===== src/hdl/rv64_pkg.sv =====
`default_nettype none

package rv64_pkg;

   localparam int xlen      = 64;         // register and data width
   localparam int vaddr_w   = 39;         // sv39 sized pc / bus address
   localparam int ilen      = 32;         // instruction width
   localparam int reg_idx_w = 5;          // x0..x31

   // major opcodes, bits [6:0] of the instruction
   typedef enum logic [6:0] {
      op_lui    = 7'b0110111,
      op_auipc  = 7'b0010111,
      op_load   = 7'b0000011,
      op_store  = 7'b0100011,
      op_imm    = 7'b0010011,
      op_imm_w  = 7'b0011011,
      op_reg    = 7'b0110011,
      op_reg_w  = 7'b0111011,
      op_jal    = 7'b1101111,
      op_jalr   = 7'b1100111,
      op_branch = 7'b1100011
   } opcode_e;

   typedef enum logic [4:0] {
      alu_add,
      alu_sub,
      alu_xor,
      alu_or,
      alu_and,
      alu_sll,
      alu_srl,
      alu_sra,
      alu_slt,
      alu_sltu,
      alu_pass_b,                        // lui
      alu_none                           // unknown encoding, no writeback
   } alu_op_e;

   // funct3 of loads and stores, also driven as bus_ls_type
   // 0 b, 1 h, 2 w, 3 d, 4 bu, 5 hu, 6 wu
   typedef logic [2:0] ls_size_t;

   localparam logic [ilen-1:0] nop_instr = 32'h0000_0013; // addi x0, x0, 0

endpackage

`default_nettype wire


===== src/hdl/rv64_fetch.sv =====
`timescale 1ns/1ps
`default_nettype none

module rv64_fetch
   import rv64_pkg::*;
#(
   parameter logic [vaddr_w-1:0] reset_pc = 39'h0000_2000_0
) (
   input  wire                clk,
   input  wire                reset,
   input  wire  [ilen-1:0]    instruction_i,   // word at pc_o, same cycle
   input  wire                redirect_i,      // taken branch or jump in execute
   input  wire  [vaddr_w-1:0] target_i,
   input  wire                hold_i,          // lsu busy on the bus
   output logic [vaddr_w-1:0] pc_o,
   output logic [ilen-1:0]    ir_o,
   output logic               exec_valid_o
);

   logic [vaddr_w-1:0] pc_q;
   logic [ilen-1:0]    ir_q;
   logic               valid_q;

   // pc and ir advance together, ir runs one word behind pc
   always_ff @(posedge clk or negedge reset) begin
      if (!reset) begin
         pc_q    <= reset_pc;
         ir_q    <= nop_instr;
         valid_q <= 1'b0;             // nothing to execute yet
      end else if (hold_i) begin
         // load/store outstanding, freeze both
         pc_q    <= pc_q;
         ir_q    <= ir_q;
         valid_q <= valid_q;
      end else if (redirect_i) begin
         pc_q    <= target_i;
         ir_q    <= instruction_i;    // wrong path word
         valid_q <= 1'b0;             // bubble, squash it
      end else begin
         pc_q    <= pc_q + vaddr_w'(4);
         ir_q    <= instruction_i;
         valid_q <= 1'b1;
      end
   end

   assign pc_o         = pc_q;         // already ir address + 4 during execute
   assign ir_o         = ir_q;
   assign exec_valid_o = valid_q;

endmodule

`default_nettype wire


===== config.mk =====
export PLATFORM = sky130hd
export DESIGN_NAME = rv64_fetch
export DESIGN_NICKNAME = d
export VERILOG_FILES = /design/src/hdl/rv64_pkg.sv /design/src/hdl/rv64_fetch.sv
export SDC_FILE = /design/constraint.sdc
export NUM_CORES = 1
export LEC_CHECK = 0
export ABC_AREA = 1
export BUFFER_PORTS_ARGS = -buffer_cell sky130_fd_sc_hd__buf_2
export CAP_MARGIN = 20
export CORE_AREA = 8 8 113 115
export DETAILED_ROUTE_END_ITERATION = 10
export DIE_AREA = 0 0 121 123
export PLACE_DENSITY = 0.66
export SYNTH_ARGS = -nofsm -noshare
export SYNTH_HDL_FRONTEND = slang
export SYNTH_SLANG_ARGS = --single-unit
export TNS_END_PERCENT = 10

===== constraint.sdc =====
create_clock -name clk -period 2.45 [get_ports clk]
set_input_delay 0.3675 -clock clk [delete_from_list [all_inputs] [get_ports clk]]
set_output_delay 0.3675 -clock clk [all_outputs]
set_load 0.03 [all_outputs]

==> impl_metrics.json <==
{
  "drv_slew": 0,
  "leakage_nw": 2.80,
  "min_period_ns": 1.68,
  "synth_top_cell_by_area": "dfrtp_1",
  "hold_viol_final": 0,
  "dr_wl_met3_mm": 1.27,
  "placementRows": 39,
  "endpoint_kind": "flip-flop",
  "tns_ns": 0,
  "worst-path-max-fanout": 5,
  "cts_made_buffers": 9,
  "power_density_mw_per_mm2": 708,
  "post-route-period-util_pct": 68.6,
  "syn_to_final_growth_pct": 29.0,
  "status": "finished, final reports clean",
  "synth_nets": 654,
  "syn_area_mm2": 0.00407,
  "fp.coreArea_mm2": 0.0111,
  "postSynthCellCount": 578,
  "fmax_ghz": 0.595,
  "grt_first_pass_wirelength_mm": 21.2,
  "avgSynthCellArea_um2": 7.04,
  "worstSetupStartpointType": "flip-flop",
  "gp_congestion": 0.970,
  "cts_resized": 0,
  "dr.pass1.iters": 4,
  "synth.distinct_cells": 27,
  "ys_seq_area_share_pct": 44.4,
  "drtIter0Drc": 208,
  "clockBufferDepth": 2,
  "grt_max_degree": 73,
  "synth.area.top_cells": "dfrtp_1 (42%), nand2_1 (26%), nor2_1 (4.6%), inv_1 (4.2%), xor2_1 (3.2%)",
  "grt-ovfl-total": 0,
  "worst_pin_slew_ns": 0.931,
  "r2r_start": "pc_o[2]",
  "clkTransAtPathRegs_ns": 0.06,
  "grt_antenna_before_repair": 2,
  "path_class": "reg2reg",
  "wl_met1_mm": 5.22,
  "synth_top_area_share_pct": 41.8,
  "synth_edf_count": 0,
  "initial_core_util_pct": 36.7,
  "final_antenna_net_count": 0,
  "grt_pass1_vias": 4445,
  "clk_latency_ns": 0.33,
  "rsz0062_at_grt": "false",
  "setup_slack_ns": 0.770,
  "drc": 0,
  "drive_gt1_share_pct": 25.6,
  "port_buffers": 146,
  "relSlewSlack_pct": 38.0,
  "htree_num_levels": 3,
  "avgRoutedWirePerCell_um": 14.4,
  "dieArea_mm2": 0.0149,
  "die_x_um": 121,
  "dr_wl_met2_mm": 5.72,
  "worstPathRequired_ns": 2.67,
  "ys_seq_elements": 72,
  "ys_warn_count": 0,
  "final_cell_mix": "nand2_1 (287), buf_2 (145), dfrtp_1 (68), nor2_1 (49), inv_1 (45)",
  "nets": 797,
  "routed.top_layer": "met5",
  "stdcell_count": 869,
  "ff2ff_path_depth": 10,
  "ios": 147,
  "clockRootBuffer": "clkbuf_16",
  "globalRouteTotalUtil_pct": 17.7,
  "via_per_inst": 4.75,
  "placedInstanceArea_mm2": 0.00494,
  "crit_arrival_ns": 1.90,
  "post_cts.repair.setup_buffers": 0,
  "cp-startpoint": "pc_o[2]",
  "wirelength_mm": 12.6,
  "fp.dieH_um": 123,
  "place_inst": 853,
  "cts_hold_buf": 0,
  "async_flop_share_pct": 100,
  "final_common_cell": "nand2_1",
  "ys.flop_type": "dfrtp_1",
  "num_vias": 4126,
  "pre_cts_slack_ns": 0.739,
  "hold_class": "in2async",
  "regToRegSetupSlack_ns": 0.77,
  "peakVddDrop_v": 0.000301,
  "finalSetupViolCount": 0,
  "cts_tree": "done",
  "n_antenna_cell": 0,
  "timing.rr.end": "pc_o[32]",
  "final_cell_area_mm2": 0.00525,
  "setup.worst_path.end": "pc_o[32]",
  "clock_skew_ns": 0.00944,
  "hpwlAfterDp_mm": 9.38,
  "maxCapViolCount": 0,
  "clock_sinks": 72,
  "final_util_pct": 47.4
}
[layout make-up]
class	instances	area, µm²
sequential	72	1810
fill	1097	5830
tap	143	179
clock inverter	5	55.1
inverter	46	173
multi-input combinational	442	2020
timing repair buffer	150	763
clock buffer	11	253
[cells in the mapped netlist, drive strengths merged (2+ instances only)]
cell,count
buf,4
clkbuf,14
dfrtp,68
dfstp,4
inv,45
nand2,291
nand3,25
nand3b,5
nand4,4
nor2,60
o211ai,4
o21ai,18
o21bai,10
o221ai,4
xnor2,2
xor2,15
[worst min-delay path by stage]
stage	cells after the start	slack, ns	end	startpoint
floorplan	0	0.07	exec_valid_o	reset
global placement	2	0.45	pc_o[0]	pc_o[0]
detailed placement	2	0.46	pc_o[0]	pc_o[0]
CTS	3	0.21	ir_o[28]	instruction_i[28]
global route	3	0.23	ir_o[2]	instruction_i[2]
finish	1	0.17	pc_o[11]	reset
[through the flow]
stage | power (mW) | hold WS (ns)
floorplan | 2.05 | 0.0719
global placement | 2.38 | 0.453
detailed placement | 2.40 | 0.457
CTS | 3.77 | 0.214
global route | 3.92 | 0.227
finish | 3.71 | 0.171
[worst max-delay path: stages, from the launching register on]
cell      delay [ns]
dfrtp_1         0.41
ha_1            0.23
nand3_1         0.16
nor2_1          0.20
nand3_1         0.22
clkinv_1        0.11
nand2_1         0.05
nand2_1         0.05
nand2_1         0.04
nand2_1         0.05
nand2_1         0.05
[where the power goes]
group          internal (mW)  switching [mW]
logic                  0.274           0.616
registers               1.33           0.148
clock network          0.840           0.505
total                   2.44            1.27
[state kept, by name, indices dropped and copies added (netlist names)]
signal	count
ir_o	32
pc_o	39
exec_valid_o	1
[kinds of logic (layout without fill, tap and decap cells)]
logic type | count (synthesis) | in the layout | synth area share [%]
AOI/OAI and AO/OA | 37 | 37 | 5.88
xor gates and xnor gates | 17 | 17 | 3.66
adders and majority gates | 1 | 1 | 0.308
buffers and inverters | 64 | 212 | 6.03
DFF | 72 | 72 | 44.4
and+or+nand+nor | 387 | 387 | 39.7
[layer usage]
layer / global-route usage, % / up-vias
li1: - / 2068
met1: 20.4 / 1883
met2: 28.8 / 146
met3: 6.67 / 25
met4: 8.20 / 4
met5: 0 / -
(Power assumes the default switching activity.)
