<file path="src/hdl/rv64_pkg.sv">
`default_nettype none

package rv64_pkg;

   localparam int xlen      = 64;         // register and data width
   localparam int vaddr_w   = 39;         // sv39 sized pc / bus address
   localparam int ilen      = 32;         // instruction width
   localparam int reg_idx_w = 5;          // x0..x31

   // major opcodes, bits [6:0] of the instruction
   typedef enum logic [6:0] {
      op_lui    = 7'b0110111,
      op_auipc  = 7'b0010111,
      op_load   = 7'b0000011,
      op_store  = 7'b0100011,
      op_imm    = 7'b0010011,
      op_imm_w  = 7'b0011011,
      op_reg    = 7'b0110011,
      op_reg_w  = 7'b0111011,
      op_jal    = 7'b1101111,
      op_jalr   = 7'b1100111,
      op_branch = 7'b1100011
   } opcode_e;

   typedef enum logic [4:0] {
      alu_add,
      alu_sub,
      alu_xor,
      alu_or,
      alu_and,
      alu_sll,
      alu_srl,
      alu_sra,
      alu_slt,
      alu_sltu,
      alu_pass_b,                        // lui
      alu_none                           // unknown encoding, no writeback
   } alu_op_e;

   // funct3 of loads and stores, also driven as bus_ls_type
   // 0 b, 1 h, 2 w, 3 d, 4 bu, 5 hu, 6 wu
   typedef logic [2:0] ls_size_t;

   localparam logic [ilen-1:0] nop_instr = 32'h0000_0013; // addi x0, x0, 0

endpackage

`default_nettype wire

</file>
<file path="src/hdl/rv64_regfile.sv">
`timescale 1ns/1ps
`default_nettype none

module rv64_regfile
   import rv64_pkg::*;
(
   input  wire                  clk,
   input  wire                  reset,
   input  wire  [reg_idx_w-1:0] rs1_i,
   input  wire  [reg_idx_w-1:0] rs2_i,
   output logic [xlen-1:0]      rs1_data_o,
   output logic [xlen-1:0]      rs2_data_o,
   input  wire  [reg_idx_w-1:0] rd_i,
   input  wire                  alu_we_i,
   input  wire  [xlen-1:0]      alu_data_i,
   input  wire                  load_we_i,
   input  wire  [xlen-1:0]      load_data_i
);

   logic [xlen-1:0] regs [0:31];

   always_ff @(posedge clk or negedge reset) begin
      if (!reset) begin
         for (int i = 0; i < 32; i++) begin
            regs[i] <= '0;
         end
      end else if ((alu_we_i || load_we_i) && rd_i != '0) begin // x0 stays zero
         regs[rd_i] <= load_we_i ? load_data_i : alu_data_i;    // never both at once
      end
   end

   assign rs1_data_o = regs[rs1_i];
   assign rs2_data_o = regs[rs2_i];

endmodule

`default_nettype wire

</file>
<file path="config.mk">
export PLATFORM = sky130hd
export DESIGN_NAME = rv64_regfile
export DESIGN_NICKNAME = d
export VERILOG_FILES = /design/src/hdl/rv64_pkg.sv /design/src/hdl/rv64_regfile.sv
export SDC_FILE = /design/constraint.sdc
export NUM_CORES = 2
export LEC_CHECK = 0
export BUFFER_PORTS_ARGS = -buffer_cell sky130_fd_sc_hd__buf_2
export CAP_MARGIN = 20
export CORE_ASPECT_RATIO = 2
export CORE_MARGIN = 3
export CORE_UTILIZATION = 38
export DETAILED_ROUTE_END_ITERATION = 6
export PLACE_DENSITY = 0.55
export SLEW_MARGIN = 20
export SYNTH_ARGS = -nofsm -noshare
export SYNTH_HDL_FRONTEND = slang
export SYNTH_SLANG_ARGS = --single-unit
</file>
<file path="constraint.sdc">
create_clock -name clk -period 2.1 [get_ports clk]
set_clock_uncertainty 0.2 [all_clocks]
set_input_delay 0.105 -clock clk [delete_from_list [all_inputs] [get_ports clk]]
set_output_delay 0.105 -clock clk [all_outputs]
set_load 0.02 [all_outputs]
</file>
==> flow_metrics.py <==
metrics = {
    "pwr": {
        "peakVddDrop_mv": 0.664,
        "clkPwrFrac": 0.285,
        "total_power_mw": 132,
        "p_per_area_mw_per_mm2": 988,
        "power_leakage_nw": 57.0,
        "switching_power_mw": 42.8,
        "swShare": 0.325,
        "p_comb_frac": 0.277,
        "intPower_mw": 88.8,
        "pwr-share-seq": 0.438,
    },
    "flow_run": {
        "cap_viol_max_count": 0,
    },
    "sta": {
        "whs_ns": -0.0376,
        "fmax_mhz": 327,
        "drv_slew": 0,
        "setup_ws_ns": -0.960,
        "tightest_slew_ns": 0.830,
        "hold_viol": 4,
        "layout_min_cycle_time_ns": 3.06,
        "rsz0062_at_grt": "yes",
        "setup_viol": 128,
        "relSlewSlack": 0.447,
        "fin_crit_sh": 1.46,
    },
    "layout": {
        "top_regs": "regs: 2048 flops",
        "regMostFlops": "regs",
        "area_growth_pct": 26.9,
        "drive_gt1_frac": 0.265,
        "largest_reg_flops": 2048,
        "nets": 11000,
    },
    "global_routing": {
        "grt_use_total": 0.318,
        "grt_pass1_wl_um": 653000,
        "grt_max_degree": 106,
        "grt-ovfl-total": 0,
        "grt_pass1_vias": 91000,
        "grt_antenna_before_repair": 14,
    },
    "clock_network": {
        "cts_buffers": 194,
        "insertion_delay_ns": 0.90,
        "cts.clk_slew.worst_paths_ns": 0.07,
        "clock_sinks": 2048,
        "clockRootBuffer": "clkbuf_16",
        "htreeDepth": 4,
        "cts_tree": "built",
        "cts_buffer_depth": 4,
    },
    "placement": {
        "port-buffer-count": 274,
        "gp_congestion": 0.928,
        "dp_hpwl_um": 317000,
    },
    "setup_path": {
        "arrival_ns": 2.76,
        "cp-end-kind": "output pin",
        "worst-setup-path-type": "register to output pin",
        "cp-start-kind": "register",
        "cpMaxStageDelayCell": "mux4_2",
        "crit_fanout": 2,
        "slowest_delay_ns": 0.47,
        "required_ns": 1.79,
        "cp_cell_sequence": "buf_4, mux4_2, a22oi_2, nand4_1, buf_6",
    },
    "outcome": {
        "failed_checks": "hold timing, setup timing",
        "status": "finished with violations",
    },
    "floorplan": {
        "die_y_um": 749,
        "core_mm2": 0.275,
        "die_w_um": 378,
        "rows": 272,
        "die_area_mm2": 0.283,
        "io_pins": 275,
        "initial_core_util": 0.382,
    },
    "synthesis": {
        "syn_area_per_cell_um2": 10.5,
        "netlist_area_mm2": 0.105,
        "async_flop_share": 1.00,
        "synth.net_count": 10100,
        "syn_inst": 9989,
        "synthDistinctLibCells": 43,
        "ys_seq_area_frac": 0.488,
        "yosys_most_used_dff": "dfrtp_1",
        "synth-edff-count": 0,
        "ys_ff_latch": 2048,
        "yosys_warnings": 0,
    },
    "route": {
        "wire_per_inst_um": 31.3,
        "vias": 89500,
        "drt.antenna.violating_nets": 0,
        "first_pass_iters": 6,
        "drc": 0,
        "dr.first_iter.drc_count": 8734,
        "viasPerCell": 6.13,
        "drt_wl_total_um": 457000,
    },
    "worst_hold_path": {
        "min_path_type": "input pin to register",
    },
}
-- cells in the mapped netlist (all sizes together), types with 9 or more instances --
library cell  number  area, µm²
a21oi           1673       8370
nor3              17        100
and2              14       87.6
clkbuf           502       1890
a22oi            620       4650
mux4             570      12800
dfrtp           2048      51200
o22ai             24        150
nand3b             9       80.1
nand4            118        738
nor3b              9       77.6
mux2i            981       9820
nand3            228       1140
nor2b             25        156
a221o              9       90.1
buf              622       3380
o21ai            384       1920
nor2            1624       6100
nand2            459       1720
-- worst max-delay path: cells and delay by family (launching register included) --
kind | cells | cell delay, ns
AOI/OAI and AO/OA | 1 | 0.24
buffers and inverters | 2 | 0.40
DFF | 1 | 0.40
muxes | 1 | 0.47
and+or+nand+nor | 1 | 0.34
-- routing by layer --
metal / track usage / vias to the layer above / routed length [µm]
li1: - / 37900 / -
met1: 0.375 / 45300 / 164000
met2: 0.514 / 4712 / 216000
met3: 0.0614 / 1608 / 36200
met4: 0.237 / 10 / 40300
met5: 0 / - / 96
-- cell usage in the layout (no fill, tap or decap), drive strengths merged, types with 10 or more instances in the layout --
master,count
nand3,228
buf,1678
diode,10
o22ai,24
clkinv,33
bufinv,18
mux2i,981
nand2,459
a22oi,620
o21ai,384
nor3,17
and2,14
nor2b,25
nand4,118
clkinvlp,13
a21oi,1673
dlygate4sd3,148
nor2,1624
mux4,570
dfrtp,2048
clkbuf,276
-- stage by stage --
stage / cells / cell area [µm²] / utilization / worst slack (ns) / TNS [ns]
finish: 14600 / 133000 / 0.485 / -0.960 / -87.35
global route: 14600 / 133000 / 0.485 / -0.967 / -92.27
CTS: 14500 / 132000 / 0.482 / -0.949 / -109.20
detailed placement: 14000 / 122000 / 0.444 / -0.611 / -40.69
global placement: 14000 / 122000 / 0.444 / -0.648 / -40.74
floorplan: 9989 / 105000 / - / 0.175 / 0
-- cells by family (layout without fill, tap and decap cells) --
logic type             after synthesis  count (layout)  share of synthesized area
buffers and inverters             1125            2171                     0.0502
and+or+nand+nor                   2530            2530                     0.0991
AOI/OAI and AO/OA                 2733            2733                      0.146
DFF                               2048            2048                      0.488
other                                0              10                          0
muxes                             1553            1553                      0.216
-- power by group through the flow --
stage / clock [mW] / sequential [mW] / combinational (mW)
after detailed placement: 0 / 58.0 / 33.0
after global placement: 0 / 57.3 / 32.2
final: 37.5 / 57.6 / 36.4
after floorplan: 0 / 55.0 / 21.4
after global routing: 39.2 / 58.5 / 39.5
after CTS: 37.9 / 57.2 / 35.8
-- final timing paths --
check	from	end	slack, ns	cells after the start
setup / recovery	regs[1565]	rs2_data_o[29]	-0.96	5
hold / removal	load_we_i	regs[154]	-0.04	7
setup reg to reg	regs[1289]	regs[1289]	0.66	3
hold reg to reg	regs[2033]	regs[2033]	0.20	0
max in group asynchronous	reset	regs[1737]	0.37	6
min in group asynchronous	reset	regs[859]	0.09	4
-- repair_timing --
item | CTS | global route
resized for setup | 446 | 83
pin swaps | 283 | 107
endpoints found under the setup margin | 128 | 705
setup buffers | 100 | 63
hold buffers | 152 | 3
endpoints found under the hold margin | 4032 | 67
-- layout make-up --
type / instances / area [µm²]
fillers: 24400 / 141000
flip-flops and latches: 2048 / 51200
multi-input cells: 6816 / 50500
repair buffers: 1830 / 20400
clock buffers: 273 / 5680
well taps: 3562 / 4460
clock inverters: 67 / 863
diodes: 10 / 25.0
inverters: 1 / 3.75
Note: power is estimated with default switching activity, not from simulation.
