File: config.mk
export PLATFORM = sky130hd
export DESIGN_NAME = rv64_decode
export DESIGN_NICKNAME = d
export VERILOG_FILES = /design/src/hdl/rv64_pkg.sv /design/src/hdl/rv64_decode.sv
export SDC_FILE = /design/constraint.sdc
export NUM_CORES = 1
export LEC_CHECK = 0
export BUFFER_PORTS_ARGS = -buffer_cell sky130_fd_sc_hd__buf_2
export CAP_MARGIN = 20
export CORE_MARGIN = 1.5
export CORE_UTILIZATION = 37
export DETAILED_ROUTE_END_ITERATION = 7
export PLACE_DENSITY = 0.9
export SLEW_MARGIN = 15
export SYNTH_ARGS = -nofsm -noshare
export SYNTH_HDL_FRONTEND = slang
export SYNTH_SLANG_ARGS = --single-unit
File: constraint.sdc
create_clock -name vclk -period 4.6
set_input_delay 0.69 -clock vclk [all_inputs]
set_output_delay 0.69 -clock vclk [all_outputs]
set_load 0.01 [all_outputs]
File: src/hdl/rv64_pkg.sv
`default_nettype none

package rv64_pkg;

   localparam int xlen      = 64;         // register and data width
   localparam int vaddr_w   = 39;         // sv39 sized pc / bus address
   localparam int ilen      = 32;         // instruction width
   localparam int reg_idx_w = 5;          // x0..x31

   // major opcodes, bits [6:0] of the instruction
   typedef enum logic [6:0] {
      op_lui    = 7'b0110111,
      op_auipc  = 7'b0010111,
      op_load   = 7'b0000011,
      op_store  = 7'b0100011,
      op_imm    = 7'b0010011,
      op_imm_w  = 7'b0011011,
      op_reg    = 7'b0110011,
      op_reg_w  = 7'b0111011,
      op_jal    = 7'b1101111,
      op_jalr   = 7'b1100111,
      op_branch = 7'b1100011
   } opcode_e;

   typedef enum logic [4:0] {
      alu_add,
      alu_sub,
      alu_xor,
      alu_or,
      alu_and,
      alu_sll,
      alu_srl,
      alu_sra,
      alu_slt,
      alu_sltu,
      alu_pass_b,                        // lui
      alu_none                           // unknown encoding, no writeback
   } alu_op_e;

   // funct3 of loads and stores, also driven as bus_ls_type
   // 0 b, 1 h, 2 w, 3 d, 4 bu, 5 hu, 6 wu
   typedef logic [2:0] ls_size_t;

   localparam logic [ilen-1:0] nop_instr = 32'h0000_0013; // addi x0, x0, 0

endpackage

`default_nettype wire

File: src/hdl/rv64_decode.sv
`timescale 1ns/1ps
`default_nettype none

module rv64_decode
   import rv64_pkg::*;
(
   input  wire  [ilen-1:0]      ir_i,
   output opcode_e              opcode_o,
   output ls_size_t             funct3_o,
   output logic [reg_idx_w-1:0] rd_o,
   output logic [reg_idx_w-1:0] rs1_o,
   output logic [reg_idx_w-1:0] rs2_o,
   output logic [xlen-1:0]      imm_o,
   output alu_op_e              alu_op_o,
   output logic                 word_op_o
);

   logic [xlen-1:0] imm_u, imm_i, imm_s, imm_j, imm_b;
   logic            alt;                 // funct7 bit 5 picks sub / sra

   assign opcode_o = opcode_e'(ir_i[6:0]); // unknown values fall through as no-op
   assign funct3_o = ir_i[14:12];
   assign rd_o     = ir_i[11:7];
   assign rs1_o    = ir_i[19:15];
   assign rs2_o    = ir_i[24:20];
   assign alt      = ir_i[30];

   // immediates are sign extended from bit 31
   assign imm_u = {{32{ir_i[31]}}, ir_i[31:12], 12'b0};
   assign imm_i = {{52{ir_i[31]}}, ir_i[31:20]};
   assign imm_s = {{52{ir_i[31]}}, ir_i[31:25], ir_i[11:7]};
   assign imm_j = {{44{ir_i[31]}}, ir_i[19:12], ir_i[20], ir_i[30:21], 1'b0};
   assign imm_b = {{52{ir_i[31]}}, ir_i[7], ir_i[30:25], ir_i[11:8], 1'b0};

   assign word_op_o = (opcode_o == op_imm_w) || (opcode_o == op_reg_w);

   always_comb begin
      case (opcode_o)
         op_lui, op_auipc: imm_o = imm_u;
         op_store:         imm_o = imm_s;
         op_jal:           imm_o = imm_j;
         op_branch:        imm_o = imm_b;
         default:          imm_o = imm_i;   // loads, jalr, op-imm
      endcase
   end

   // funct3 / funct7 to alu function
   always_comb begin
      alu_op_o = alu_none;
      case (opcode_o)
         op_lui:   alu_op_o = alu_pass_b;
         op_auipc: alu_op_o = alu_add;      // pc - 4 + imm
         op_imm, op_reg: begin
            case (funct3_o)
               3'd0: alu_op_o = (opcode_o == op_reg && alt) ? alu_sub : alu_add;
               3'd1: alu_op_o = alu_sll;
               3'd2: alu_op_o = alu_slt;
               3'd3: alu_op_o = alu_sltu;
               3'd4: alu_op_o = alu_xor;
               3'd5: alu_op_o = alt ? alu_sra : alu_srl;
               3'd6: alu_op_o = alu_or;
               default: alu_op_o = alu_and;
            endcase
         end
         op_imm_w, op_reg_w: begin           // only add/sub and shifts exist
            case (funct3_o)
               3'd0: alu_op_o = (opcode_o == op_reg_w && alt) ? alu_sub : alu_add;
               3'd1: alu_op_o = alu_sll;
               3'd5: alu_op_o = alt ? alu_sra : alu_srl;
               default: alu_op_o = alu_none;
            endcase
         end
         default: alu_op_o = alu_none;      // jumps, branches, load/store
      endcase
   end

endmodule

`default_nettype wire

==> impl_metrics.tcl <==
set metrics [dict create \
    outcome "finished, final reports clean" \
    path_class "input pin to primary output" \
    drc_errors 0 \
    hold_viol 0 \
    io_pins 127 \
    min_to "rs1_o[1]" \
    drv_cap 0 \
    gp_congestion 0.867 \
    post_cts_buffers 0 \
    syn-instance-count 139 \
    die_x_um 55.7 \
    drt_first_pass_iters 4 \
    syn2layout_area_growth_pct 19.0 \
    cp-start-kind "input pin" \
    synthSimpleGateAreaFrac_pct 21.7 \
    ys_seq_area_share_pct 0 \
    synth_largest_type_area_fraction_pct 43.8 \
    fin_crit_sh_pct 62.0 \
    yosysUniqueCellTypes 35 \
    power_uw 120 \
    avgSynthCellArea_sq_um 7.39 \
    port_buffers 126 \
    grt_pass1_wl_um 3970 \
    design.seq.count 0 \
    worst_hold_slack_ps 1580 \
    worstMarginPinSlew_ps 818 \
    synthesis.area_sq_um 1030 \
    synthAdderAreaFrac_pct 0 \
    worstHoldPathCells 2 \
    finalMaxSlewViolations 0 \
    seqCellArea_sq_um 0 \
    num_rows 18 \
    path_delay_family "compound AO/OA/AOI/OAI gates" \
    setup_viol 0 \
    fp.coreArea_sq_um 2540 \
    worst_setup_path_end_kind "primary output" \
    p_leak_nw 0.763 \
    synth-compound-area-share_pct 21.4 \
    required_ps 3910 \
    grt_antenna_before_repair 0 \
    drt_iter0_markers 20 \
    hold_path_class "input pin to primary output" \
    crit_path_frequent_cell "buf_2" \
    dieArea_sq_um 3100 \
    dieHeight_um 55.7 \
    viasPerCell 4.85 \
    maxSlewHeadroom_pct 45.5 \
    final.setup.tns_ps 0 \
    synth_xor_area_share_pct 0 \
    worst_slack_ps 1750 \
    clock.fmax_ghz 0.350 \
    antenna_cells 0 \
    max_stage_delay_ps 670 \
    rsz0062_at_grt "false" \
    multi_input_area_sq_um 536 \
    pre_cts_slack_ps 1730 \
    min_from "ir_i[16]" \
    cp_num_buf_inv 3 \
    power_density_nw_per_um2 98.2 \
    drive_gt1_share_pct 68.7 \
    slowest_stage "a21oi_1" \
    synth_top_area_cell "buf_4" \
    crit_chain "buf_2 -> inv_1 -> a21oi_1 -> a21o_1 -> buf_2" \
    overflow 0 \
    placedCellCount 231 \
    n_clock_buffer 0 \
    layoutNonFillerInstCount 231 \
    synth.mux.area_fraction_pct 8.65 \
    period_minus_slack_ps 2850 \
    ys.warnings.count 0 \
    ir_worst_vdd_v 0.0000676 \
    cts_resized 0 \
    grt_pass1_vias 859 \
    wl_per_cell_um 11.5 \
    dp_hpwl_um 2250 \
    routed_wl_um 2670 \
    fill_cells 288 \
    synth_top_family_by_area "buffers and inverters" \
    netlist_top_cells_area "buf_4 (44%), a21o_1 (8.0%), mux2_2 (7.7%), nor2b_1 (5.5%), a22o_1 (3.4%)" \
    vias 1121 \
    path_max_fanout 41 \
    cp.arrival_ps 2160 \
    grt_max_degree 42 \
    antenna_left 0 \
    cts_hold_buffers 0 \
    syn-num-nets 171 \
    nets 235 \
    initial_utilization_pct 40.4 \
    grtUsageTotal_pct 14.7 \
]
## worst max path at each step
stage	start	end	slack [ps]	cells after the start
floorplan	ir_i[3]	imm_o[12]	2060	4
global placement	ir_i[31]	imm_o[20]	1790	5
detailed placement	ir_i[31]	imm_o[24]	1730	5
CTS	ir_i[31]	imm_o[24]	1720	5
global route	ir_i[31]	imm_o[23]	1560	5
finish	ir_i[31]	imm_o[24]	1750	5
## stage by stage
step	utilization (%)	area, sq um
after floorplan	-	1030
final	48.0	1220
after detailed placement	48.0	1220
after global placement	48.0	1220
after global routing	48.0	1220
after CTS	48.0	1220
## layer usage
layer,share of wire (%),GRT usage (%),vias up
met5,0,0,-
met3,9.7,1.16,0
met1,42,16.9,495
met2,48,30.3,78
li1,-,-,548
met4,0,0.348,0
## cells in the mapped netlist, types with 2 or more instances
cell type	n
a21oi_1	3
inv_1	5
o21ai_0	3
clkbuf_1	3
buf_4	60
nor2b_1	9
and4b_1	2
a21o_1	11
nand2b_1	2
mux2_2	7
nor2_1	2
nor3_1	3
and3b_1	2
a22o_1	4
nand4b_1	3
## where the power goes
| group | total, mW | switching (mW) | internal [mW] |
|---|---|---|---|
| combinational | 0.120 | 0.0658 | 0.0542 |
| sequential | 0 | 0 | 0 |
| clock | 0 | 0 | 0 |
## logic make-up (layout without fill, tap and decap cells)
family,Yosys count,in the layout
mux,8,8
simple gates,32,32
buf+inv,69,131
compound gates,29,29
other cells,1,1
## area by class of cell
class	count	share of cell area, %
multi-input cells	70	43.8
well taps	30	3.07
inverters	5	1.54
repair buffers	126	51.6
## placed cells by master, fill, tap and decap left out, types with 2 or more instances in the layout
master / n
and4b_1: 2
a21oi_1: 3
nor3_1: 3
nand4b_1: 3
a21o_1: 11
a22o_1: 4
nor2_1: 2
o21ai_0: 3
and3b_1: 2
nand2b_1: 2
nor2b_1: 9
mux2_2: 7
buf_2: 126
inv_1: 5
(Power assumes the default switching activity.)
