[src/hdl/rv64_pkg.sv]
`default_nettype none

package rv64_pkg;

   localparam int xlen      = 64;         // register and data width
   localparam int vaddr_w   = 39;         // sv39 sized pc / bus address
   localparam int ilen      = 32;         // instruction width
   localparam int reg_idx_w = 5;          // x0..x31

   // major opcodes, bits [6:0] of the instruction
   typedef enum logic [6:0] {
      op_lui    = 7'b0110111,
      op_auipc  = 7'b0010111,
      op_load   = 7'b0000011,
      op_store  = 7'b0100011,
      op_imm    = 7'b0010011,
      op_imm_w  = 7'b0011011,
      op_reg    = 7'b0110011,
      op_reg_w  = 7'b0111011,
      op_jal    = 7'b1101111,
      op_jalr   = 7'b1100111,
      op_branch = 7'b1100011
   } opcode_e;

   typedef enum logic [4:0] {
      alu_add,
      alu_sub,
      alu_xor,
      alu_or,
      alu_and,
      alu_sll,
      alu_srl,
      alu_sra,
      alu_slt,
      alu_sltu,
      alu_pass_b,                        // lui
      alu_none                           // unknown encoding, no writeback
   } alu_op_e;

   // funct3 of loads and stores, also driven as bus_ls_type
   // 0 b, 1 h, 2 w, 3 d, 4 bu, 5 hu, 6 wu
   typedef logic [2:0] ls_size_t;

   localparam logic [ilen-1:0] nop_instr = 32'h0000_0013; // addi x0, x0, 0

endpackage

`default_nettype wire

[src/hdl/rv64_alu.sv]
`timescale 1ns/1ps
`default_nettype none

module rv64_alu
   import rv64_pkg::*;
(
   input  wire                exec_valid_i,
   input  opcode_e            opcode_i,
   input  alu_op_e            alu_op_i,
   input  wire                word_op_i,
   input  ls_size_t           funct3_i,
   input  wire  [xlen-1:0]    rs1_data_i,
   input  wire  [xlen-1:0]    rs2_data_i,
   input  wire  [xlen-1:0]    imm_i,
   input  wire  [vaddr_w-1:0] pc_i,           // ir address + 4
   output logic               wb_we_o,
   output logic [xlen-1:0]    wb_data_o,
   output logic               redirect_o,
   output logic [vaddr_w-1:0] target_o
);

   logic [xlen-1:0] pc_ext, this_pc;
   logic [xlen-1:0] op_a, op_b, op_a_w;
   logic [5:0]      shamt;
   logic [xlen-1:0] res;
   logic [xlen-1:0] tgt;
   logic            is_jump, is_arith, taken;

   assign pc_ext  = {{(xlen - vaddr_w){1'b0}}, pc_i};
   assign this_pc = pc_ext - xlen'(4);        // address of the executing word

   assign op_a = (opcode_i == op_auipc) ? this_pc : rs1_data_i;
   assign op_b = (opcode_i == op_reg || opcode_i == op_reg_w) ? rs2_data_i : imm_i;

   // word forms shift the low half, sra needs its sign
   assign op_a_w = !word_op_i           ? op_a :
                   (alu_op_i == alu_sra) ? {{32{op_a[31]}}, op_a[31:0]} :
                                          {32'b0, op_a[31:0]};
   assign shamt  = word_op_i ? {1'b0, op_b[4:0]} : op_b[5:0];

   always_comb begin
      case (alu_op_i)
         alu_add:    res = op_a + op_b;
         alu_sub:    res = op_a - op_b;
         alu_xor:    res = op_a ^ op_b;
         alu_or:     res = op_a | op_b;
         alu_and:    res = op_a & op_b;
         alu_sll:    res = op_a << shamt;
         alu_srl:    res = op_a_w >> shamt;
         alu_sra:    res = $signed(op_a_w) >>> shamt;
         alu_slt:    res = {63'b0, $signed(op_a) < $signed(op_b)};
         alu_sltu:   res = {63'b0, op_a < op_b};
         alu_pass_b: res = op_b;
         default:    res = '0;
      endcase
   end

   assign is_jump  = (opcode_i == op_jal) || (opcode_i == op_jalr);
   assign is_arith = (opcode_i == op_lui) || (opcode_i == op_auipc) ||
                     (opcode_i == op_imm) || (opcode_i == op_imm_w) ||
                     (opcode_i == op_reg) || (opcode_i == op_reg_w);

   // writeback, link for jumps, word results sign extended
   assign wb_we_o   = exec_valid_i && (is_jump || (is_arith && alu_op_i != alu_none));
   assign wb_data_o = is_jump   ? pc_ext :
                      word_op_i ? {{32{res[31]}}, res[31:0]} : res;

   always_comb begin
      case (funct3_i)
         3'd0:    taken = rs1_data_i == rs2_data_i;                    // beq
         3'd1:    taken = rs1_data_i != rs2_data_i;                    // bne
         3'd4:    taken = $signed(rs1_data_i) < $signed(rs2_data_i);   // blt
         3'd5:    taken = $signed(rs1_data_i) >= $signed(rs2_data_i);  // bge
         3'd6:    taken = rs1_data_i < rs2_data_i;                     // bltu
         3'd7:    taken = rs1_data_i >= rs2_data_i;                    // bgeu
         default: taken = 1'b0;
      endcase
   end

   assign tgt = (opcode_i == op_jalr) ? ((rs1_data_i + imm_i) & ~xlen'(1))
                                      : this_pc + imm_i;              // jal, branch

   assign redirect_o = exec_valid_i &&
                       (is_jump || (opcode_i == op_branch && taken));
   assign target_o   = redirect_o ? tgt[vaddr_w-1:0] : '0;

endmodule

`default_nettype wire

[config.mk]
export PLATFORM = sky130hd
export DESIGN_NAME = rv64_alu
export DESIGN_NICKNAME = d
export VERILOG_FILES = /design/src/hdl/rv64_pkg.sv /design/src/hdl/rv64_alu.sv
export SDC_FILE = /design/constraint.sdc
export NUM_CORES = 2
export LEC_CHECK = 0
export ABC_CLOCK_PERIOD_IN_PS = 9200
export BUFFER_PORTS_ARGS = -buffer_cell sky130_fd_sc_hd__buf_2
export CORE_MARGIN = 2
export CORE_UTILIZATION = 30
export DETAILED_ROUTE_END_ITERATION = 10
export SLEW_MARGIN = 30
export SYNTH_ARGS = -nofsm -noshare
export SYNTH_HDL_FRONTEND = slang
export SYNTH_SLANG_ARGS = --single-unit
[constraint.sdc]
create_clock -name vclk -period 9.2
set_clock_uncertainty 0.2 [all_clocks]
set_input_delay 0.46 -clock vclk [all_inputs]
set_output_delay 0.46 -clock vclk [all_outputs]
set_load 0.05 [all_outputs]
==> summary.md <==
| Metric | Value |
|---|---|
| Min cycle time layout | 8.397 ns |
| Initial Utilization | 0.3033 |
| Post-synth cell types | 108 |
| Post-Syn Nets | 5,836 |
| Overflow after GRT | 0 |
| Yosys top cell by area | ha_1 |
| Row cnt | 120 |
| Max Cap Viol | 0 |
| Mapped cell area | 32,560 µm² |
| Final Routed Wirelength | 264,000 µm |
| I/O Buffers | 353 |
| Crit start category | primary input |
| Mapped Cells | 5,239 |
| CP Data Arrival Time | 7.74 ns |
| Top post-synthesis cells by area | ha_1 13%, a21oi_1 8.5%, nand2_1 6.6%, nor2_1 5.7%, o21ai_0 5.0% |
| Run status | completed |
| Fin nets | 5,983 |
| Synth Warn # | 0 |
| First-pass GRT wire length | 354,300 µm |
| Worst endpoint required time | 8.54 ns |
| Routed WL per cell | 38.82 µm |
| Critical setup path kind | primary input to output pin |
| Via count | 48,380 |
| Clkbuf count | 0 |
| Core area | 107,400 µm² |
| Worst Hold Launch | exec_valid_i |
| Die Wd | 333.4 µm |
| Cts hold-fix bufs | 0 |
| Final hold vios | 0 |
| Post-synth top cells | 574 x nand2_1, 555 x a21oi_1, 493 x nor2_1 |
| Final Slew Violations | 0 |
| Fraction of layout cells with a size suffix above 1 | 0.1302 |
| First-pass iteration count of the detailed router | 6 |
| Max Freq | 119.1 MHz |
| Largest net degree at the start of global routing | 137 |
| Initial antenna violation count | 32 |
| CP Capture Type | output pin |
| Register area | 0 µm² |
| Worst rel slew slack | 0.2025 |
| Drc violations | 0 |
| DRT iter0 DRCs | 8,521 |
| Yosys top cell area share | 0.1326 |
| Worst-Margin Slew | 1.184 ns |
| Maximum fanout along the worst path | 17 |
| Tcrit/Tclk final | 0.9127 |
| Average size of a mapped cell | 6.214 µm² |
| # IOs | 353 |
| Hold Crit Class | primary input to output pin |
| Seq Cell Count | 0 |
| Share of the yosys chip area belonging to registers | 0 |
| Postcts setup bufs | 0 |
| # resized after CTS | 0 |
| Placer Congestion | 1.126 |
| DP HPWL | 216,900 µm |
| Antenna Nets Post-Route | 0 |
| RSZ-0062 raised after global routing | no |
| Die ar. | 111,200 µm² |
| Synth-to-Final Area Change | 11.49% |
| Number of global-route vias before repair | 42,460 |
| Die height | 333.4 µm |
| Setup_tns | 0 ns |
| Most common cell in the netlist | nand2_1 |
| Total track usage | 0.4469 |
| Worst hold stages | 3 |
| Vias per Instance | 7.115 |
| Final hold slack | 1.222 ns |
| Final Setup Violations | 0 |
| End of the worst hold path | wb_we_o |
-- worst max path at each step --
stage | start | end | slack [ns]
detailed placement | pc_i[7] | wb_data_o[37] | 1.24
CTS | pc_i[7] | wb_data_o[37] | 1.23
global route | pc_i[16] | wb_data_o[0] | 0.71
global placement | pc_i[7] | wb_data_o[37] | 1.33
finish | pc_i[7] | wb_data_o[37] | 0.80
floorplan | opcode_i[4] | wb_data_o[0] | 1.39
-- worst max-delay path: stages --
cell and delay, ns:
buf_2 0.14, or4_4 0.64, or4_1 0.85, nor4_1 0.40
xnor2_1 0.17, o21ai_1 0.75, ha_1 0.49, nor2_1 0.16
o21ai_0 0.11, or4b_2 0.64, or4_1 0.58, nand2_1 0.36
mux2i_1 0.17, o211a_1 0.24, a31oi_1 0.87, o22a_1 0.35
buf_2 0.31
-- cell usage in the layout, fill, tap and decap left out, types with 43 or more instances in the layout --
| cell | netlist | routed |
|---|---|---|
| nand2_1 | 574 | 571 |
| a21oi_1 | 555 | 553 |
| nor2_1 | 493 | 479 |
| buf_2 | 31 | 354 |
| ha_1 | 345 | 345 |
| o21ai_0 | 328 | 316 |
| inv_1 | 294 | 291 |
| buf_4 | 3 | 194 |
| nand3_1 | 150 | 148 |
| nor3_1 | 138 | 136 |
| mux2i_1 | 136 | 136 |
| a31oi_1 | 122 | 120 |
| a21o_1 | 113 | 113 |
| a211oi_1 | 109 | 107 |
| o211ai_1 | 96 | 96 |
| nand2b_1 | 86 | 86 |
| xnor2_1 | 69 | 69 |
| a221oi_1 | 66 | 66 |
| o21bai_1 | 65 | 65 |
| o22ai_1 | 63 | 63 |
| nand4_1 | 57 | 57 |
| nor4_1 | 54 | 51 |
| o221ai_1 | 50 | 50 |
| o31ai_1 | 47 | 47 |
| or3_1 | 45 | 45 |
| o21a_1 | 45 | 45 |
| and3_1 | 43 | 43 |
| a22oi_1 | 43 | 43 |
-- per-stage QoR --
step	setup slack (ns)	cells	util	cell area [µm²]
2_1_floorplan	1.391	5239	-	32560
3_3_place_gp	1.328	6784	0.3370	36180
3_5_place_dp	1.240	6787	0.3376	36240
4_1_cts	1.231	6787	0.3376	36240
5_1_grt	0.7086	6789	0.3378	36270
6_report	0.8032	6800	0.3381	36300
-- kinds of logic (layout without fill, tap and decap cells) --
| family | after synthesis | count (layout) | share of synthesized area |
|---|---|---|---|
| other | 0 | 13 | 0 |
| AOI/OAI and AO/OA | 2116 | 2116 | 0.4396 |
| and+or+nand+nor | 1796 | 1796 | 0.2572 |
| xor gates and xnor gates | 97 | 97 | 0.02610 |
| buffers and inverters | 709 | 854 | 0.08359 |
| adders and majority gates | 349 | 349 | 0.1351 |
| muxes | 172 | 172 | 0.05849 |
-- layer usage --
layer / track usage / vias to the layer above / wire [µm]
li1: - / 20090 / -
met1: 0.6030 / 23450 / 106300
met2: 0.6110 / 4059 / 101000
met3: 0.1819 / 749 / 40940
met4: 0.2009 / 34 / 15510
met5: 0.0004342 / - / 218
-- cell type report --
cell class                      count  area, µm²
Inverter                          304       1151
Fill cell                       12080      71060
Timing Repair Buffer              550       3268
Tap cell                         1403       1755
Multi-Input combinational cell   4530      30090
Antenna cell                       13      32.53
