--- src/hdl/rv64_pkg.sv ---
`default_nettype none

package rv64_pkg;

   localparam int xlen      = 64;         // register and data width
   localparam int vaddr_w   = 39;         // sv39 sized pc / bus address
   localparam int ilen      = 32;         // instruction width
   localparam int reg_idx_w = 5;          // x0..x31

   // major opcodes, bits [6:0] of the instruction
   typedef enum logic [6:0] {
      op_lui    = 7'b0110111,
      op_auipc  = 7'b0010111,
      op_load   = 7'b0000011,
      op_store  = 7'b0100011,
      op_imm    = 7'b0010011,
      op_imm_w  = 7'b0011011,
      op_reg    = 7'b0110011,
      op_reg_w  = 7'b0111011,
      op_jal    = 7'b1101111,
      op_jalr   = 7'b1100111,
      op_branch = 7'b1100011
   } opcode_e;

   typedef enum logic [4:0] {
      alu_add,
      alu_sub,
      alu_xor,
      alu_or,
      alu_and,
      alu_sll,
      alu_srl,
      alu_sra,
      alu_slt,
      alu_sltu,
      alu_pass_b,                        // lui
      alu_none                           // unknown encoding, no writeback
   } alu_op_e;

   // funct3 of loads and stores, also driven as bus_ls_type
   // 0 b, 1 h, 2 w, 3 d, 4 bu, 5 hu, 6 wu
   typedef logic [2:0] ls_size_t;

   localparam logic [ilen-1:0] nop_instr = 32'h0000_0013; // addi x0, x0, 0

endpackage

`default_nettype wire

--- src/hdl/rv64_lsu.sv ---
`timescale 1ns/1ps
`default_nettype none

module rv64_lsu
   import rv64_pkg::*;
(
   input  wire                clk,
   input  wire                reset,
   input  wire                exec_valid_i,
   input  opcode_e            opcode_i,
   input  ls_size_t           funct3_i,
   input  wire  [xlen-1:0]    rs1_data_i,
   input  wire  [xlen-1:0]    rs2_data_i,
   input  wire  [xlen-1:0]    imm_i,
   output logic               hold_o,
   output logic               load_we_o,
   output logic [xlen-1:0]    load_data_o,
   output logic [vaddr_w-1:0] bus_address_o,
   output logic [xlen-1:0]    bus_write_data_o,
   output logic               bus_write_enable_o,
   output logic               bus_read_enable_o,
   output ls_size_t           bus_ls_type_o,
   input  wire                bus_read_done_i,
   input  wire                bus_write_done_i,
   input  wire  [xlen-1:0]    bus_read_data_i
);

   typedef enum logic {st_idle, st_wait} state_e;

   state_e          state_q;
   logic            is_load, start, done;
   logic [xlen-1:0] eff_addr;

   assign is_load = (opcode_i == op_load);
   assign start   = exec_valid_i && (is_load || opcode_i == op_store);
   assign done    = is_load ? bus_read_done_i : bus_write_done_i; // matching pulse only

   always_ff @(posedge clk or negedge reset) begin
      if (!reset) begin
         state_q <= st_idle;
      end else begin
         case (state_q)
            st_idle: if (start) state_q <= st_wait;
            st_wait: if (done)  state_q <= st_idle;
            default: state_q <= st_idle;
         endcase
      end
   end

   // one enable pulse in the first execute cycle, never reissued
   assign bus_read_enable_o  = (state_q == st_idle) && start && is_load;
   assign bus_write_enable_o = (state_q == st_idle) && start && !is_load;

   // freeze fetch until the done cycle, ir advances at that edge
   assign hold_o = ((state_q == st_idle) && start) || ((state_q == st_wait) && !done);

   // ir and sources are frozen while waiting, so these hold until done
   assign eff_addr      = rs1_data_i + imm_i;
   assign bus_address_o = eff_addr[vaddr_w-1:0];
   assign bus_ls_type_o = funct3_i;

   always_comb begin
      case (funct3_i[1:0])
         2'd0:    bus_write_data_o = {56'b0, rs2_data_i[7:0]};   // sb
         2'd1:    bus_write_data_o = {48'b0, rs2_data_i[15:0]};  // sh
         2'd2:    bus_write_data_o = {32'b0, rs2_data_i[31:0]};  // sw
         default: bus_write_data_o = rs2_data_i;                 // sd
      endcase
   end

   // read done ends the load, write back in the same cycle
   assign load_we_o = (state_q == st_wait) && is_load && bus_read_done_i;

   always_comb begin
      case (funct3_i)
         3'd0:    load_data_o = {{56{bus_read_data_i[7]}}, bus_read_data_i[7:0]};
         3'd1:    load_data_o = {{48{bus_read_data_i[15]}}, bus_read_data_i[15:0]};
         3'd2:    load_data_o = {{32{bus_read_data_i[31]}}, bus_read_data_i[31:0]};
         3'd4:    load_data_o = {56'b0, bus_read_data_i[7:0]};   // lbu
         3'd5:    load_data_o = {48'b0, bus_read_data_i[15:0]};  // lhu
         3'd6:    load_data_o = {32'b0, bus_read_data_i[31:0]};  // lwu
         default: load_data_o = bus_read_data_i;                 // ld
      endcase
   end

endmodule

`default_nettype wire

--- config.mk ---
export PLATFORM = sky130hd
export DESIGN_NAME = rv64_lsu
export DESIGN_NICKNAME = d
export VERILOG_FILES = /design/src/hdl/rv64_pkg.sv /design/src/hdl/rv64_lsu.sv
export SDC_FILE = /design/constraint.sdc
export NUM_CORES = 1
export LEC_CHECK = 0
export ABC_AREA = 1
export BUFFER_PORTS_ARGS = -buffer_cell sky130_fd_sc_hd__buf_2
export CAP_MARGIN = 25
export CORE_AREA = 2 2 173 175
export DETAILED_ROUTE_END_ITERATION = 6
export DIE_AREA = 0 0 175 177
export GPL_TIMING_DRIVEN = 1
export PLACE_DENSITY_LB_ADDON = 0.1
export SLEW_MARGIN = 20
export SYNTH_ARGS = -nofsm -noshare
export SYNTH_HDL_FRONTEND = slang
export SYNTH_SLANG_ARGS = --single-unit
--- constraint.sdc ---
create_clock -name clk -period 3.5 [get_ports clk]
set_input_delay 1.05 -clock clk [delete_from_list [all_inputs] [get_ports clk]]
set_output_delay 1.05 -clock clk [all_outputs]
set_load 0.005 [all_outputs]
==> reports/qor.csv <==
stage;metric;value;unit
sta;setup_ws;-0.0803;ns
job;drv_cap;0;
detailed_routing;drt-pass1-iter-count;4;
cells_and_area;largest_reg_flops;1;
logic_synthesis;synth-seq-cells;1;
global_routing;grt_pass1_vias;6535;
detailed_routing;vias;6667;
sta;finalHoldViolations;0;
floorplanning;initial_utilization;14.2;%
cells_and_area;drive_above_1_share;55.9;%
critical_path;critPathBufInv;5;
clock_network;ctsHoldBuffers;0;
place;gp_congestion;0.814;
cells_and_area;regArea;25.0;um2
sta;worst_pin_slew;0.387;ns
power;intPower;0.720;mW
sta;fmax;279;MHz
logic_synthesis;synth_area;0.00416;mm2
floorplanning;dieArea;0.0310;mm2
power;pwr-share-seq;0.8;%
sta;setup_viol;21;
sta;fin_skew;0;ns
cells_and_area;multi_input_area;0.00455;mm2
sta;min_period;3.58;ns
detailed_routing;dr_wl_met2;12700;um
logic_synthesis;ys_types;28;
power;pwr_density_cell;170;mW/mm2
critical_path;worstPathRequired;2.45;ns
floorplanning;coreArea;0.0292;mm2
critical_path;crit_path_start_kind;primary input;
critical_path;worstPathCellList;buf_6 -> ha_4 -> inv_2 -> fa_2 -> inv_2 -> buf_4 -> nand3_2 -> nand3_2 -> nand2_2 -> nand2_4 -> nand2_2 -> nand2_1 -> nand2_1 -> nand2_1 -> buf_2;
status;status;complete, but fails checks;
cells_and_area;areaGrowthSynthToFinish;109;%
critical_path;crit_family;simple AND/OR/NAND/NOR gates;
logic_synthesis;ys_warn_count;0;
logic_synthesis;syn_avg_cell_area;4.72;um2
sta;slew-limit-headroom;74.2;%
critical_path;critPathMaxFanout;3;
critical_path;rrSetupSlack;2.76;ns
global_routing;grtUsageTotal;14.6;%
global_routing;grt-ovfl-total;0;
sta;rsz0062_at_grt;true;
detailed_routing;wl_met1;10200;um
power;p_leak;5.23;nW
critical_path;worst-setup-path-type;in -> out;
clock_network;insertion_delay;0;ns
detailed_routing;top_layer;met4;
detailed_routing;post-route-drc-count;0;
critical_path;cp_common_cell;nand2_1;
global_routing;grt_max_degree;44;
sta;finalMaxSlewViolations;0;
cells_and_area;top_regs;state_q x1;
global_routing;grt_pass1_wl;35500;um
power;clkPwrFrac;0;%
cells_and_area;nets;1632;
cells_and_area;nFillCells;3371;
sta;holdWs;0.502;ns
detailed_routing;totalWireLength;24500;um
cells_and_area;final_common_cell;buf_2;
global_routing;antenna_found_initial;0;
logic_synthesis;ys_seq_area_share;0.602;%
detailed_routing;drt_iter0_drc;149;
status;violations;setup timing;
detailed_routing;met3_length;1270;um
critical_path;crit_path_max_incr_delay;0.35;ns
floorplanning;die_x;175;um
cells_and_area;final_util;29.8;%
place;dp.final_hpwl;21700;um
floorplanning;rows;63;
floorplanning;die_h;177;um
sta;fin_crit_sh;102;%
power;p_sw;0.760;mW
floorplanning;ioPinCount;445;
cells_and_area;antenna_cells;0;
critical_path;arrival;2.53;ns
detailed_routing;wl_per_cell;14.3;um
power;vdd_drop_max;0.0672;mV
power;swShare;51.4;%
clock_network;cts.clk_slew.worst_paths;0;ns
logic_synthesis;syn_inst;881;
place;portBuffers;364;
cells_and_area;final_cell_mix;buf_2, nand2_1, inv_1;
worst_hold_path;min_path_type;reg -> reg;
cells_and_area;regMostFlops;state_q;
detailed_routing;via_per_inst;3.90;
power;comb_power_share;99.2;%
detailed_routing;drtAntennaViolNets;0;
logic_synthesis;synth_nets;1191;
power;fin_total_pwr;1.48;mW
critical_path;worst_path_max_delay_cell;fa_2;
critical_path;end_kind;primary output;
==> layout make-up <==
cell class,instances,area share [%]
multi-input cells,655,52.3
repair buffers,478,33.7
inverters,186,8.11
well taps,390,5.61
flip-flops and latches,1,0.287
==> power by group through the flow <==
stage | logic (mW) | registers (mW) | clock network, mW
5_1_grt | 1.62 | 0.0120 | 0
3_5_place_dp | 1.13 | 0.0120 | 0
6_report | 1.47 | 0.0120 | 0
2_1_floorplan | 0.525 | 0.0120 | 0
4_1_cts | 1.35 | 0.0120 | 0
3_3_place_gp | 1.14 | 0.0120 | 0
==> worst paths after layout <==
check,start,end,depth (start not counted)
setup / recovery,rs1_data_i[0],bus_address_o[34],15
min in group asynchronous,reset,state_q$_DFF_PN0_,1
hold reg to reg,state_q$_DFF_PN0_,state_q$_DFF_PN0_,2
max in group asynchronous,reset,state_q$_DFF_PN0_,1
hold / removal,state_q$_DFF_PN0_,state_q$_DFF_PN0_,2
setup reg to reg,state_q$_DFF_PN0_,state_q$_DFF_PN0_,3
==> cells in the mapped netlist (all sizes together) <==
cell,instances,share of area [%]
a21oi,30,3.6
a31oi,5,1.1
and2,1,0.15
buf,24,4.5
clkbuf,15,1.4
dfrtp,1,0.60
fa,1,0.48
ha,38,11
inv,186,17
nand2,342,32
nand2b,2,0.30
nand3,64,7.7
nand3b,2,0.36
nand4,1,0.15
nor2,106,9.9
nor3,13,1.6
o21ai,26,3.2
o21bai,1,0.18
or2,1,0.15
xnor2,6,1.3
xor2,16,3.4
==> worst min-delay path, delay by kind of cell, from the launching register on <==
family	cells	cell delay, ns
DFF	1	0.32
and+or+nand+nor	2	0.14
==> per-layer routing <==
| metal | vias to the layer above | global-route usage (%) |
|---|---|---|
| li1 | 3488 | - |
| met1 | 2970 | 17.5 |
| met2 | 199 | 28.0 |
| met3 | 10 | 1.85 |
| met4 | 0 | 1.88 |
| met5 | - | 0 |
==> per-stage QoR <==
stage	instances	setup WS [ns]	TNS [ns]	instance area, um2
3_3_place_gp	1690	-0.480	-10.69	6960
6_report	1710	-0.0803	-0.960	8710
2_1_floorplan	881	0.00398	0	4160
5_1_grt	1710	-0.216	-4.02	8710
3_5_place_dp	1690	-0.494	-10.32	6960
4_1_cts	1699	-0.142	-1.69	8080
==> cells by family after synthesis <==
family	synth area share (%)
flops	0.601
simple gates	52.1
buf+inv	22.7
fa+ha+maj	11.9
xor+xnor	4.63
compound gates	8.12
==> repair_timing <==
action,in CTS,in global routing
resized for setup,228,141
pin swaps,77,81
setup endpoints to repair,34,32
setup buffers,10,13
Power figures use the tool's default switching activity.
